`src/fe_defines.svh`:
```
// Front-end sizing. BTB and BHT index fields start at PC bit 2 (32-bit words only)
// FE_RAS_DEPTH must be a power of two
`ifndef FE_DEFINES_SVH
`define FE_DEFINES_SVH

`define FE_VADDR_W   32
`define FE_BTB_IDX_W 4
`define FE_BTB_TAG_W 8
`define FE_BHT_IDX_W 5
`define FE_GHIST_W   4
`define FE_RAS_DEPTH 4

// Fetch starts here after reset
`define FE_BOOT_PC   32'h0000_0100

`endif

```
`src/fe_pkg.sv`:
```
// Front-end types. Widths come from the defines header
`include "fe_defines.svh"

package fe_pkg;

  typedef logic [`FE_VADDR_W-1:0]   vaddr_t;
  typedef logic [`FE_BTB_IDX_W-1:0] btb_idx_t;
  typedef logic [`FE_BTB_TAG_W-1:0] btb_tag_t;
  typedef logic [`FE_BHT_IDX_W-1:0] bht_idx_t;
  // Newest outcome in bit 0
  typedef logic [`FE_GHIST_W-1:0]   ghist_t;
  // Upper bit is the prediction
  typedef logic [1:0]               bht_ctr_t;

  ////////////////////////////////////////
  // Pre-decode result
  ////////////////////////////////////////
  typedef struct packed {
    logic        branch;
    logic        jal;
    logic        jalr;
    logic        call;
    logic        ret;
    logic [31:0] imm;
  } fe_scan_s;

  ////////////////////////////////////////
  // Per-fetch branch metadata
  ////////////////////////////////////////
  typedef struct packed {
    logic     src_btb;
    logic     src_ras;
    logic     site_br;
    logic     site_jal;
    logic     site_jalr;
    logic     site_call;
    logic     site_return;
    ghist_t   ghist;
    bht_idx_t bht_idx;
    bht_ctr_t bht_ctr;
    btb_idx_t btb_idx;
    btb_tag_t btb_tag;
    logic     pred_taken;
  } fe_br_meta_s;

endpackage

```
`src/fe_instr_scan.sv`:
```
// RV32 base encodings only, no compressed forms
`timescale 1ns/1ps

module fe_instr_scan
  import fe_pkg::*;
(
  input  logic [31:0] instr_i,
  output fe_scan_s    scan_o
);

  logic [6:0] opcode;
  logic [4:0] rd;
  logic [4:0] rs1;
  logic       rd_link;
  logic       rs1_link;

  assign opcode = instr_i[6:0];
  assign rd     = instr_i[11:7];
  assign rs1    = instr_i[19:15];

  // x1 and x5 are the link registers
  assign rd_link  = (rd == 5'd1) || (rd == 5'd5);
  assign rs1_link = (rs1 == 5'd1) || (rs1 == 5'd5);

  assign scan_o.branch = (opcode == 7'b1100011);
  assign scan_o.jal    = (opcode == 7'b1101111);
  assign scan_o.jalr   = (opcode == 7'b1100111);
  assign scan_o.call   = (scan_o.jal || scan_o.jalr) && rd_link;
  assign scan_o.ret    = scan_o.jalr && rs1_link && (rd == 5'd0);

  // B-type for branches, J-type otherwise
  assign scan_o.imm = scan_o.branch
    ? {{20{instr_i[31]}}, instr_i[7], instr_i[30:25], instr_i[11:8], 1'b0}
    : {{12{instr_i[31]}}, instr_i[19:12], instr_i[20], instr_i[30:21], 1'b0};

endmodule

```
`src/fe_btb.sv`:
```
// Direct mapped, one read and one write port. A write to the entry being read
// shows up only on the next read
`timescale 1ns/1ps
`include "fe_defines.svh"

module fe_btb
  import fe_pkg::*;
(
  input  logic     clk_i,
  input  logic     arst_n_i,
  input  logic     r_v_i,
  input  vaddr_t   r_addr_i,
  output vaddr_t   br_tgt_o,
  output logic     br_tgt_v_o,
  output logic     br_tgt_jmp_o,
  input  logic     w_v_i,
  input  logic     w_clr_i,
  input  logic     w_jmp_i,
  input  btb_idx_t w_idx_i,
  input  btb_tag_t w_tag_i,
  input  vaddr_t   w_tgt_i
);

  localparam int depth_lp = 2 ** `FE_BTB_IDX_W;

  logic [depth_lp-1:0] valid_r;
  logic [depth_lp-1:0] jmp_r;
  btb_tag_t            tag_mem [depth_lp];
  vaddr_t              tgt_mem [depth_lp];
  btb_idx_t            r_idx;
  btb_tag_t            r_tag;

  assign r_idx = r_addr_i[2 +: `FE_BTB_IDX_W];
  assign r_tag = r_addr_i[2 + `FE_BTB_IDX_W +: `FE_BTB_TAG_W];

  ////////////////////////////////////////
  // Table update
  ////////////////////////////////////////
  always_ff @(posedge clk_i or negedge arst_n_i)
  begin
    if (!arst_n_i)
      valid_r <= '0;
    else if (w_v_i)
      valid_r[w_idx_i] <= !w_clr_i;
  end

  always_ff @(posedge clk_i)
  begin
    if (w_v_i && !w_clr_i)
    begin
      jmp_r[w_idx_i]   <= w_jmp_i;
      tag_mem[w_idx_i] <= w_tag_i;
      tgt_mem[w_idx_i] <= w_tgt_i;
    end
  end

  ////////////////////////////////////////
  // Registered lookup, holds without r_v_i
  ////////////////////////////////////////
  always_ff @(posedge clk_i or negedge arst_n_i)
  begin
    if (!arst_n_i)
    begin
      br_tgt_v_o   <= 1'b0;
      br_tgt_jmp_o <= 1'b0;
    end
    else if (r_v_i)
    begin
      br_tgt_v_o   <= valid_r[r_idx] && (tag_mem[r_idx] == r_tag);
      br_tgt_jmp_o <= valid_r[r_idx] && jmp_r[r_idx];
    end
  end

  always_ff @(posedge clk_i)
  begin
    if (r_v_i)
      br_tgt_o <= tgt_mem[r_idx];
  end

endmodule

```
`src/fe_bht.sv`:
```
// Gshare table, index is PC[2+] xor zero-extended global history
`timescale 1ns/1ps
`include "fe_defines.svh"

module fe_bht
  import fe_pkg::*;
(
  input  logic     clk_i,
  input  logic     arst_n_i,
  input  logic     r_v_i,
  input  vaddr_t   r_addr_i,
  input  ghist_t   r_ghist_i,
  output bht_ctr_t ctr_o,
  output logic     pred_o,
  output bht_idx_t idx_o,
  input  logic     w_v_i,
  input  bht_idx_t w_idx_i,
  input  bht_ctr_t w_ctr_i,
  input  logic     w_taken_i
);

  localparam int depth_lp = 2 ** `FE_BHT_IDX_W;

  bht_ctr_t ctr_mem [depth_lp];
  bht_idx_t r_idx;
  bht_ctr_t w_ctr_n;

  assign r_idx = r_addr_i[2 +: `FE_BHT_IDX_W] ^ bht_idx_t'(r_ghist_i);

  // Saturating step of the counter that was read at fetch
  always_comb
  begin
    if (w_taken_i)
      w_ctr_n = (w_ctr_i == 2'b11) ? 2'b11 : w_ctr_i + 2'd1;
    else
      w_ctr_n = (w_ctr_i == 2'b00) ? 2'b00 : w_ctr_i - 2'd1;
  end

  always_ff @(posedge clk_i or negedge arst_n_i)
  begin
    if (!arst_n_i)
    begin
      // Weakly not-taken
      for (int i = 0; i < depth_lp; i++)
        ctr_mem[i] <= 2'b01;
      ctr_o <= 2'b01;
      idx_o <= '0;
    end
    else
    begin
      if (w_v_i)
        ctr_mem[w_idx_i] <= w_ctr_n;
      if (r_v_i)
      begin
        ctr_o <= ctr_mem[r_idx];
        idx_o <= r_idx;
      end
    end
  end

  assign pred_o = ctr_o[1];

endmodule

```
`src/fe_ras.sv`:
```
// Circular stack. Overflow overwrites the oldest entry, underflow pops nothing
`timescale 1ns/1ps
`include "fe_defines.svh"

module fe_ras
  import fe_pkg::*;
(
  input  logic   clk_i,
  input  logic   arst_n_i,
  input  logic   call_i,
  input  logic   return_i,
  input  vaddr_t addr_i,
  output vaddr_t tgt_o,
  output logic   v_o
);

  localparam int ptr_w_lp = $clog2(`FE_RAS_DEPTH);
  localparam logic [ptr_w_lp:0] full_cnt_lp = `FE_RAS_DEPTH;

  vaddr_t              stack_r [`FE_RAS_DEPTH];
  logic [ptr_w_lp-1:0] top_r;
  logic [ptr_w_lp:0]   cnt_r;

  always_ff @(posedge clk_i or negedge arst_n_i)
  begin
    if (!arst_n_i)
    begin
      for (int i = 0; i < `FE_RAS_DEPTH; i++)
        stack_r[i] <= '0;
      top_r <= '0;
      cnt_r <= '0;
    end
    else if (call_i && return_i)
      stack_r[top_r] <= addr_i;
    else if (call_i)
    begin
      stack_r[top_r + 1'b1] <= addr_i;
      top_r <= top_r + 1'b1;
      if (cnt_r != full_cnt_lp)
        cnt_r <= cnt_r + 1'b1;
    end
    else if (return_i && v_o)
    begin
      top_r <= top_r - 1'b1;
      cnt_r <= cnt_r - 1'b1;
    end
  end

  assign tgt_o = stack_r[top_r];
  assign v_o   = (cnt_r != '0);

endmodule

```
`src/fe_pc_gen.sv`:
```
// Front end queue always accepts; next_fetch_yumi_i is the only stall
// Redirect and attaboy updates share one BTB and one BHT write port
`timescale 1ns/1ps
`include "fe_defines.svh"

module fe_pc_gen
  import fe_pkg::*;
(
  input  logic        clk_i,
  input  logic        arst_n_i,
  input  logic        redirect_v_i,
  input  vaddr_t      redirect_pc_i,
  input  logic        redirect_br_v_i,
  input  logic        redirect_br_taken_i,
  input  logic        redirect_br_nonbr_i,
  input  fe_br_meta_s redirect_meta_i,
  output vaddr_t      next_fetch_o,
  input  logic        next_fetch_yumi_i,
  input  logic [31:0] fetch_i,
  input  logic        fetch_v_i,
  output logic [31:0] fetch_instr_o,
  output logic        fetch_instr_v_o,
  output vaddr_t      fetch_pc_o,
  output fe_br_meta_s fetch_meta_o,
  output logic        ovr_o,
  input  logic        attaboy_v_i,
  input  vaddr_t      attaboy_pc_i,
  input  logic        attaboy_taken_i,
  input  fe_br_meta_s attaboy_meta_i,
  output logic        attaboy_yumi_o,
  output logic [31:0] fetch_to_scan_o,
  input  fe_scan_s    scan_i,
  input  vaddr_t      btb_tgt_i,
  input  logic        btb_tgt_v_i,
  input  logic        btb_jmp_i,
  output logic        btb_w_v_o,
  output logic        btb_w_clr_o,
  output logic        btb_w_jmp_o,
  output btb_idx_t    btb_w_idx_o,
  output btb_tag_t    btb_w_tag_o,
  output vaddr_t      btb_w_tgt_o,
  output ghist_t      bht_r_ghist_o,
  input  bht_ctr_t    bht_ctr_i,
  input  logic        bht_pred_i,
  input  bht_idx_t    bht_idx_i,
  output logic        bht_w_v_o,
  output bht_idx_t    bht_w_idx_o,
  output bht_ctr_t    bht_w_ctr_o,
  output logic        bht_w_taken_o,
  output logic        ras_call_o,
  output logic        ras_return_o,
  output vaddr_t      ras_addr_o,
  input  vaddr_t      ras_tgt_i,
  input  logic        ras_v_i
);

  logic        if1_v_r, if2_v_r;
  vaddr_t      if1_pc_r, if2_pc_r;
  fe_br_meta_s if1_meta_r, if2_meta_r, if1_meta, next_meta;
  ghist_t      ghist_r, ghist_n;
  vaddr_t      br_tgt;
  logic        ovr_jmp, ovr_br, ovr_ret;
  logic        btb_taken, if2_adv;
  logic        redir_btb_w, redir_btb_clr, redir_bht_w, redir_busy;

  ////////////////////////////////////////
  // Next PC, priority order
  ////////////////////////////////////////
  assign btb_taken = btb_tgt_v_i && (bht_pred_i || btb_jmp_i);

  always_comb
  begin
    next_meta       = '0;
    next_meta.ghist = ghist_n;
    if (redirect_v_i)
      next_fetch_o = redirect_pc_i;
    else if (ovr_o)
    begin
      next_fetch_o      = ovr_ret ? ras_tgt_i : br_tgt;
      next_meta.src_ras = ovr_ret;
    end
    else if (!if1_v_r)
      // Retry a PC that was redirected to but not yet accepted
      next_fetch_o = if1_pc_r;
    else if (btb_taken)
      next_fetch_o = btb_tgt_i;
    else
      next_fetch_o = if1_pc_r + 32'd4;
  end

  // BTB/BHT read results join the metadata in IF1
  always_comb
  begin
    if1_meta            = if1_meta_r;
    if1_meta.src_btb    = btb_tgt_v_i;
    if1_meta.bht_ctr    = bht_ctr_i;
    if1_meta.bht_idx    = bht_idx_i;
    if1_meta.btb_idx    = if1_pc_r[2 +: `FE_BTB_IDX_W];
    if1_meta.btb_tag    = if1_pc_r[2 + `FE_BTB_IDX_W +: `FE_BTB_TAG_W];
    if1_meta.pred_taken = bht_pred_i;
  end

  ////////////////////////////////////////
  // Stage registers
  ////////////////////////////////////////
  always_ff @(posedge clk_i or negedge arst_n_i)
  begin
    if (!arst_n_i)
    begin
      if1_v_r  <= 1'b0;
      if1_pc_r <= `FE_BOOT_PC;
      if2_v_r  <= 1'b0;
      ghist_r  <= '0;
    end
    else
    begin
      ghist_r <= ghist_n;
      if (redirect_v_i || next_fetch_yumi_i)
      begin
        if1_v_r  <= next_fetch_yumi_i;
        if1_pc_r <= next_fetch_o;
      end
      if (redirect_v_i)
        if2_v_r <= 1'b0;
      else if (next_fetch_yumi_i)
        // An override kills the wrong-path PC in IF1
        if2_v_r <= if1_v_r && !ovr_o;
    end
  end

  always_ff @(posedge clk_i)
  begin
    if (redirect_v_i || next_fetch_yumi_i)
      if1_meta_r <= next_meta;
    if (next_fetch_yumi_i)
    begin
      if2_pc_r   <= if1_pc_r;
      if2_meta_r <= if1_meta;
    end
  end

  ////////////////////////////////////////
  // IF2 scan and override
  ////////////////////////////////////////
  assign fetch_to_scan_o = fetch_i;
  assign fetch_instr_o   = fetch_i;
  assign fetch_instr_v_o = fetch_v_i && if2_v_r;
  assign fetch_pc_o      = if2_pc_r;
  assign br_tgt          = if2_pc_r + scan_i.imm;

  always_comb
  begin
    fetch_meta_o             = if2_meta_r;
    fetch_meta_o.site_br     = fetch_instr_v_o && scan_i.branch;
    fetch_meta_o.site_jal    = fetch_instr_v_o && scan_i.jal;
    fetch_meta_o.site_jalr   = fetch_instr_v_o && scan_i.jalr;
    fetch_meta_o.site_call   = fetch_instr_v_o && scan_i.call;
    fetch_meta_o.site_return = fetch_instr_v_o && scan_i.ret;
  end

  assign ovr_jmp = fetch_meta_o.site_jal && (if1_pc_r != br_tgt);
  assign ovr_br  = fetch_meta_o.site_br && if2_meta_r.pred_taken && (if1_pc_r != br_tgt);
  assign ovr_ret = fetch_meta_o.site_return && ras_v_i && (if1_pc_r != ras_tgt_i);
  assign ovr_o   = ovr_jmp || ovr_br || ovr_ret;

  // IF2 leaves the pipe this cycle
  assign if2_adv = next_fetch_yumi_i && !redirect_v_i && fetch_instr_v_o;

  assign ras_call_o   = if2_adv && scan_i.call;
  assign ras_return_o = if2_adv && scan_i.ret;
  assign ras_addr_o   = if2_pc_r + 32'd4;

  // Restore on redirect, else shift in the IF2 branch direction
  assign ghist_n = redirect_br_v_i ? redirect_meta_i.ghist
    : (if2_adv && scan_i.branch) ? {ghist_r[`FE_GHIST_W-2:0], if2_meta_r.pred_taken}
    : ghist_r;
  assign bht_r_ghist_o = ghist_n;

  ////////////////////////////////////////
  // Update arbitration, redirect first
  ////////////////////////////////////////
  assign redir_btb_w   = redirect_br_v_i && redirect_br_taken_i;
  assign redir_btb_clr = redirect_br_v_i && redirect_br_nonbr_i && redirect_meta_i.src_btb;
  assign redir_bht_w   = redirect_br_v_i && redirect_meta_i.site_br;
  assign redir_busy    = redir_btb_w || redir_btb_clr || redir_bht_w;

  assign attaboy_yumi_o = attaboy_v_i && !redir_busy;

  assign btb_w_v_o   = redir_btb_w || redir_btb_clr
    || (attaboy_yumi_o && attaboy_taken_i && !attaboy_meta_i.src_btb);
  assign btb_w_clr_o = redir_btb_clr && !redir_btb_w;
  assign btb_w_jmp_o = redir_busy
    ? (redirect_meta_i.site_jal || redirect_meta_i.site_jalr)
    : (attaboy_meta_i.site_jal || attaboy_meta_i.site_jalr);
  assign btb_w_idx_o = redir_busy ? redirect_meta_i.btb_idx : attaboy_meta_i.btb_idx;
  assign btb_w_tag_o = redir_busy ? redirect_meta_i.btb_tag : attaboy_meta_i.btb_tag;
  assign btb_w_tgt_o = redir_busy ? redirect_pc_i : attaboy_pc_i;

  assign bht_w_v_o     = redir_bht_w || (attaboy_yumi_o && attaboy_meta_i.site_br);
  assign bht_w_idx_o   = redir_busy ? redirect_meta_i.bht_idx : attaboy_meta_i.bht_idx;
  assign bht_w_ctr_o   = redir_busy ? redirect_meta_i.bht_ctr : attaboy_meta_i.bht_ctr;
  assign bht_w_taken_o = redir_busy ? redirect_br_taken_i : attaboy_taken_i;

endmodule

```
`src/fe_top.sv`:
```
// Fetch front end. The fetched word must come back in the cycle its PC is in IF2
`timescale 1ns/1ps

module fe_top
  import fe_pkg::*;
(
  input  logic        clk_i,
  input  logic        arst_n_i,
  input  logic        redirect_v_i,
  input  vaddr_t      redirect_pc_i,
  input  logic        redirect_br_v_i,
  input  logic        redirect_br_taken_i,
  input  logic        redirect_br_nonbr_i,
  input  fe_br_meta_s redirect_meta_i,
  output vaddr_t      next_fetch_o,
  input  logic        next_fetch_yumi_i,
  input  logic [31:0] fetch_i,
  input  logic        fetch_v_i,
  output logic [31:0] fetch_instr_o,
  output logic        fetch_instr_v_o,
  output vaddr_t      fetch_pc_o,
  output fe_br_meta_s fetch_meta_o,
  output logic        ovr_o,
  input  logic        attaboy_v_i,
  input  vaddr_t      attaboy_pc_i,
  input  logic        attaboy_taken_i,
  input  fe_br_meta_s attaboy_meta_i,
  output logic        attaboy_yumi_o
);

  logic [31:0] scan_word;
  fe_scan_s    scan;
  vaddr_t      btb_tgt, btb_w_tgt;
  logic        btb_tgt_v, btb_jmp;
  logic        btb_w_v, btb_w_clr, btb_w_jmp;
  btb_idx_t    btb_w_idx;
  btb_tag_t    btb_w_tag;
  ghist_t      bht_ghist;
  bht_ctr_t    bht_ctr, bht_w_ctr;
  bht_idx_t    bht_idx, bht_w_idx;
  logic        bht_pred, bht_w_v, bht_w_taken;
  logic        ras_call, ras_return, ras_v;
  vaddr_t      ras_addr, ras_tgt;

  fe_instr_scan u_scan (.instr_i(scan_word), .scan_o(scan));

  // Both tables are read with the PC being handed out
  fe_btb u_btb (
    .clk_i       (clk_i),
    .arst_n_i    (arst_n_i),
    .r_v_i       (next_fetch_yumi_i),
    .r_addr_i    (next_fetch_o),
    .br_tgt_o    (btb_tgt),
    .br_tgt_v_o  (btb_tgt_v),
    .br_tgt_jmp_o(btb_jmp),
    .w_v_i       (btb_w_v),
    .w_clr_i     (btb_w_clr),
    .w_jmp_i     (btb_w_jmp),
    .w_idx_i     (btb_w_idx),
    .w_tag_i     (btb_w_tag),
    .w_tgt_i     (btb_w_tgt)
  );

  fe_bht u_bht (
    .clk_i    (clk_i),
    .arst_n_i (arst_n_i),
    .r_v_i    (next_fetch_yumi_i),
    .r_addr_i (next_fetch_o),
    .r_ghist_i(bht_ghist),
    .ctr_o    (bht_ctr),
    .pred_o   (bht_pred),
    .idx_o    (bht_idx),
    .w_v_i    (bht_w_v),
    .w_idx_i  (bht_w_idx),
    .w_ctr_i  (bht_w_ctr),
    .w_taken_i(bht_w_taken)
  );

  fe_ras u_ras (
    .clk_i   (clk_i),
    .arst_n_i(arst_n_i),
    .call_i  (ras_call),
    .return_i(ras_return),
    .addr_i  (ras_addr),
    .tgt_o   (ras_tgt),
    .v_o     (ras_v)
  );

  // External ports connect by name
  fe_pc_gen u_pc_gen (
    .fetch_to_scan_o(scan_word),
    .scan_i         (scan),
    .btb_tgt_i      (btb_tgt),
    .btb_tgt_v_i    (btb_tgt_v),
    .btb_jmp_i      (btb_jmp),
    .btb_w_v_o      (btb_w_v),
    .btb_w_clr_o    (btb_w_clr),
    .btb_w_jmp_o    (btb_w_jmp),
    .btb_w_idx_o    (btb_w_idx),
    .btb_w_tag_o    (btb_w_tag),
    .btb_w_tgt_o    (btb_w_tgt),
    .bht_r_ghist_o  (bht_ghist),
    .bht_ctr_i      (bht_ctr),
    .bht_pred_i     (bht_pred),
    .bht_idx_i      (bht_idx),
    .bht_w_v_o      (bht_w_v),
    .bht_w_idx_o    (bht_w_idx),
    .bht_w_ctr_o    (bht_w_ctr),
    .bht_w_taken_o  (bht_w_taken),
    .ras_call_o     (ras_call),
    .ras_return_o   (ras_return),
    .ras_addr_o     (ras_addr),
    .ras_tgt_i      (ras_tgt),
    .ras_v_i        (ras_v),
    .*
  );

endmodule

```
`config.mk`:
```
export PLATFORM = sky130hd
export DESIGN_NAME = fe_top
export DESIGN_NICKNAME = d
export VERILOG_FILES = /design/src/fe_pkg.sv /design/src/fe_instr_scan.sv /design/src/fe_btb.sv /design/src/fe_bht.sv /design/src/fe_ras.sv /design/src/fe_pc_gen.sv /design/src/fe_top.sv
export VERILOG_INCLUDE_DIRS = /design/src /design/src/src
export SDC_FILE = /design/constraint.sdc
export NUM_CORES = 2
export LEC_CHECK = 0
export BUFFER_PORTS_ARGS = -buffer_cell sky130_fd_sc_hd__buf_2
export CORE_MARGIN = 8
export CORE_UTILIZATION = 45
export DETAILED_ROUTE_END_ITERATION = 16
export SETUP_SLACK_MARGIN = 0.02
export SYNTH_ARGS = -nofsm -noshare
export SYNTH_HDL_FRONTEND = slang
export SYNTH_HIERARCHICAL = 1
export SYNTH_SLANG_ARGS = --single-unit
```
`constraint.sdc`:
```
create_clock -name clk_i -period 16.8 [get_ports clk_i]
set_input_delay 1.68 -clock clk_i [delete_from_list [all_inputs] [get_ports clk_i]]
set_output_delay 1.68 -clock clk_i [all_outputs]
set_load 0.1 [all_outputs]
```
* Word level (Yosys, flattened, before mapping) *
Memories as Yosys holds them, arrays and structs flattened. A register that Yosys moved wholly into a read port is not among the register bits.
Cells that the tools add are included.

operators by class
  add/subtract/negate cells = 9
  $lt $le $gt $ge = 10
  equal/unequal tests = 13
  muxes and demuxes = 52
  bitwise logic cells = 7
  reduce and logical (&&, ||, !) cells = 67

operators with widths
  kind                                                                           count
  32-bit two-way mux                                                             10
  128-bit bitwise mux                                                            2
  128-bit two-way mux                                                            2
  32-bit demux with 2-bit select                                                 2
  32-bit by 3-bit adder with 32-bit output (second input constant)               2
  32-bit binary-select mux with 2-bit select                                     1
  64-bit bitwise mux                                                             1
  32-bit != test                                                                 2
  1-bit logical AND                                                              39
  32-bit adder                                                                   1
  16-bit bitwise mux                                                             2
  7-bit == test (second input constant)                                          3
  20-bit two-way mux                                                             1
  2-bit two-way mux                                                              9
  1-bit logical OR                                                               13
  6-bit >= comparator (second input constant)                                    2
  4-bit two-way mux                                                              3
  5-bit inverter with 6-bit output                                               2
  2-bit binary-select mux with 5-bit select                                      1
  2-bit demux with 5-bit select                                                  1
  5-bit by 1-bit == test with 1-bit output (second input constant)               2
  5-bit by 3-bit == test with 1-bit output (second input constant)               2
  4-bit by 5-bit less-than comparator with 1-bit output (second input constant)  2
  1-bit two-way mux                                                              9
  28 further kinds                                                               44

word-level totals
  register bits = 339
  RAM bits = 640
  bits of input ports = 168
  word-level logic and storage cells = 219
  memories = 2

memories
  memory         depth  width  rd ports  clocked after Yosys merged registers in  wr ports  line          source
  u_btb.tgt_mem  16     32     1         1                                        1         fe_btb.sv:29  vaddr_t tgt_mem [depth_lp];
  u_btb.tag_mem  16     8      1         0                                        1         fe_btb.sv:28  btb_tag_t tag_mem [depth_lp];

* Longest topological paths before layout *
  word-level depth = 15
  gate-level depth with buffers = 30
  depth with buffers taken out = 23

* Modules after synthesis *
Netlist, hierarchy kept.

by module, submodules not included
  module         times used  cells an instance  area an instance (sq um)  sequential area each (sq um)
  fe_btb         1           1078               26768.2                   21110.2
  fe_pc_gen      1           1366               10542.6                   2483.6
  fe_ras         1           358                6004.5                    3328.2
  fe_bht         1           260                3528.4                    1818.0
  fe_instr_scan  1           51                 384.1                     0.0

* Least setup slack after synthesis *
Ideal clock, no wire load.

  path kind = input-to-output
  start point = input fetch_i[4]
  end point = output next_fetch_o[23]
  arrival = 8.312 ns
  data required time = 15.120 ns
  slack = 6.808 ns
  stages on the path = 20
  buffers on the path = 4
  cell sequence = buf_4 > nand3b_1 > or3_1 > buf_2 > buf_6 > mux2_4 > ha_1 > nand4_1 > nor3_1 > o211ai_2 > nand3_1 > mux2_2 > or4_1 > or4_1 > nor4_2 > nand4_2 > buf_6 > nand3_1 > o21ai_1 > o31ai_1

RTL lines
  element          line          source
  start, declared  fe_top.sv:17  input logic [31:0] fetch_i,
  end, declared    fe_top.sv:15  output vaddr_t next_fetch_o,

==> reports/metrics.yaml <==
worst_pin_slew_ns: 1.27
r2r_cells: 20
reg2reg_slack_ns: 7.87
p_comb_frac: 0.169
critPathMaxFanout: 100
synth.avg_cell_area_um2: 15.2
synth-edff-count: 739
maxCapViolCount: 0
setup_tns_ns: 0
cts_setup_buffers: 0
power_frac_seq: 0.461
die_h_um: 340
stdcell_count: 4749
power_density_mw_per_mm2: 121
min_path_type: "flip-flop to flip-flop"
reg2reg_from: "u_pc_gen/fetch_pc_o[2]$_DFFE_PP_"
final_area_mm2: 0.0527
syn_to_final_growth_pct: 11.7
hold_slack_ns: 0.436
floorplan.die_area_mm2: 0.116
drt-total-wl_um: 138000
grt_pass1_wl_um: 201000
num_vias: 28919
start_util: 0.451
critPathLaunchType: "input pin"
power_leakage_nw: 19.3
final_util: 0.504
drc_errors: 0
drtIter0Drc: 3094
fillerInstances: 8647
clk_latency_ns: 0.69
crit_required_ns: 15.12
synth_compound_area_frac: 0.0632
worst-setup-path-type: "input pin to primary output"
rsz0062_at_grt: "no"
fin_total_pwr_mw: 6.37
critPathArrivalTime_ns: 9.84
synth-seq-cells: 999
cts_repair_resize_count: 0
synth-simple-area-share: 0.0598
multi_input_area_mm2: 0.0169
vdd_drop_max_uv: 85.6
fp-row-count: 119
timing.rr.end: "u_btb/br_tgt_v_o$_DFFE_PN0P_"
postSynth.asyncResetShare: 0.260
antenna_left: 0
grt_max_degree: 125
switching_share: 0.277
finalHoldViolCount: 0
synth_mux_area_frac: 0.193
synth_area_mm2: 0.0472
synth-xor-area-share: 0.0261
clock_path_buffers: 3
fin_crit_ns: 11.52
fin_crit_sh: 0.686
synth_top_family_by_area: "multiplexers"
crit_start: "fetch_i[4]"
cts_buffers: 104
finClkSkew_ns: 0.0237
endpoint_kind: "primary output"
relSlewSlack: 0.153
viasPerCell: 6.09
hold_buffers: 0
hpwl_um: 89400
io_pins: 298
cts_root_buffer: "clkbuf_16"
setup_slack_ns: 5.28
drive_gt1_frac: 0.318
p_switching_mw: 1.77
first_pass_iters: 8
place_ws_ns: 5.39
setup_viol: 0
pwr-share-clk: 0.369
post_drt_wl_per_cell_um: 29.1
final_nets: 3476
die_w_um: 340
h-tree-depth: 3
endpoint: "next_fetch_o[2]"
p_int_mw: 4.61
numPortBuffers: 285
status: "finished clean"
max_freq_ghz: 0.0868
grt-ovfl-total: 0
ys.flop_type: "edfxtp_1"
antenna_found_initial: 9
synthDistinctLibCells: 95
yosysSeqAreaShare: 0.609
drv_slew: 0
cts.sinks: 999
syn_nets: 3320
grt_usage: 0.233
globalplace.congestion: 0.927
tritoncts: "yes"
placed_area_mm2: 0.0493
synth_cells: 3113
ys_warn_count: 6
core_mm2: 0.105
dpl.cell_count: 4554
path_clk_slew_ns: 0.06
synthAdderAreaFrac: 0.0111
seqCellArea_mm2: 0.0287
grt_pass1_vias: 29402
[worst max-delay path, cell delays in order]
cell and delay (ns):
buf_2 0.10, nand3b_1 0.24, or3_1 0.64, mux2_4 0.40, ha_1 0.35, nand2_1 0.09
o31ai_2 0.81, nand4_1 0.56, nand4b_1 0.26, mux2i_1 0.10, or4_1 0.47, or4_1 0.52
nor4_2 0.28, nand4_2 0.61, nand2_2 0.69, mux2i_1 0.25, o31ai_4 0.31, buf_12 0.53
buf_2 0.58
[kinds of logic after synthesis]
logic type               Yosys count
AO/OA/AOI/OAI                    487
XOR/XNOR                         135
adder cells (fa/ha/maj)           41
buffers and inverters            307
flip-flops                       999
multiplexers                     564
other                              1
AND/OR/NAND/NOR                  579
[power by group through the flow]
stage               clock network, mW  logic, mW  registers, mW
floorplan                           0      0.743           3.00
global placement                    0       1.06           2.98
detailed placement                  0       1.08           2.99
CTS                              2.40       1.08           2.94
global route                     2.50       1.14           2.95
finish                           2.35       1.08           2.94
[worst min path at each step]
stage	start	cells after the start	slack (ns)	to
2_1_floorplan	u_pc_gen/if1_meta[20]$_DFFE_PP_	0	0.40	u_pc_gen/fetch_meta_o[20]$_DFFE_PP_
3_3_place_gp	u_pc_gen/if1_meta[29]$_SDFFCE_PP0P_	0	0.42	u_pc_gen/fetch_meta_o[29]$_DFFE_PP_
3_5_place_dp	u_pc_gen/if1_meta[29]$_SDFFCE_PP0P_	0	0.42	u_pc_gen/fetch_meta_o[29]$_DFFE_PP_
4_1_cts	u_pc_gen/if1_meta[29]$_SDFFCE_PP0P_	0	0.43	u_pc_gen/fetch_meta_o[29]$_DFFE_PP_
5_1_grt	u_pc_gen/if1_meta[29]$_SDFFCE_PP0P_	0	0.43	u_pc_gen/fetch_meta_o[29]$_DFFE_PP_
6_report	u_pc_gen/if1_meta[29]$_SDFFCE_PP0P_	0	0.44	u_pc_gen/fetch_meta_o[29]$_DFFE_PP_
[layout by cell type (no fill, tap or decap), types with 20 or more instances in the layout]
cell type / n
dfrtp_1: 224
nor2_1: 136
nand4_1: 33
nor3_1: 26
a21oi_1: 163
o21ai_1: 34
o21ai_0: 89
clkbuf_1: 24
dfstp_2: 34
xnor2_1: 92
clkinv_1: 20
ha_1: 37
xor2_1: 38
nand3_1: 64
edfxtp_1: 739
mux4_2: 234
inv_1: 27
nand2_1: 157
mux2i_1: 52
clkbuf_16: 105
mux2_2: 256
buf_2: 282
buf_4: 43
o22ai_1: 39
nand2b_1: 21
and3_1: 27
a21o_1: 29
[registers in the layout, summed over array words and instances (netlist names), 4 cells and up]
name                   count
u_bht/idx_o                5
u_pc_gen/fetch_pc_o       32
u_pc_gen/fetch_meta_o     14
u_bht/ctr_mem             64
u_pc_gen/if1_pc_r         32
u_btb/tag_mem            128
u_btb/br_tgt_o            32
u_btb/valid_r             16
u_ras/stack_r            128
u_pc_gen/if1_meta          5
u_pc_gen/ghist_r           4
u_btb/jmp_r               16
u_btb/tgt_mem            512
[metal layers]
| metal | up-vias | track usage | part of all wire |
|---|---|---|---|
| li1 | 12327 | - | - |
| met1 | 15081 | 0.320 | 0.42 |
| met2 | 1281 | 0.374 | 0.47 |
| met3 | 228 | 0.0432 | 0.075 |
| met4 | 2 | 0.0808 | 0.034 |
| met5 | - | 0 | 0.000087 |
[final cells by class]
type / count / area share
well taps: 1391 / 0.0330
inverters: 28 / 0.00199
flip-flops and latches: 999 / 0.545
diodes: 1 / 0.0000474
multi-input cells: 1807 / 0.320
clock buffers: 137 / 0.0536
repair buffers: 329 / 0.0341
clock inverters: 57 / 0.0124
[synth_stat cells, types with 7 or more instances]
library cell | instances | area (um2)
edfxtp_1 | 739 | 22200
mux2_2 | 256 | 2880
mux4_2 | 234 | 5270
dfrtp_1 | 226 | 5660
a21oi_1 | 165 | 826
nand2_1 | 157 | 589
nor2_1 | 152 | 571
buf_4 | 107 | 803
xnor2_1 | 93 | 815
clkbuf_1 | 92 | 345
o21ai_0 | 90 | 450
nand3_1 | 64 | 320
mux2i_1 | 52 | 521
buf_2 | 45 | 225
o22ai_1 | 39 | 244
xor2_1 | 38 | 333
ha_1 | 37 | 463
o21ai_1 | 36 | 180
dfstp_2 | 34 | 893
nand4_1 | 33 | 206
a21o_1 | 29 | 218
buf_6 | 29 | 327
and3_1 | 27 | 169
inv_1 | 27 | 101
nor3_1 | 26 | 130
nand2b_1 | 21 | 131
nor2b_1 | 15 | 93.8
a211oi_1 | 13 | 97.6
a22oi_1 | 13 | 97.6
a31oi_1 | 11 | 68.8
and2_1 | 11 | 68.8
mux4_1 | 11 | 289
nand3b_1 | 11 | 82.6
nor4_1 | 10 | 62.6
or2_2 | 10 | 62.6
a311oi_1 | 9 | 78.8
mux2_1 | 9 | 101
o21a_1 | 9 | 67.6
a221oi_1 | 7 | 61.3
or3_1 | 7 | 43.8
No activity file was read; power rests on OpenSTA's default activity.
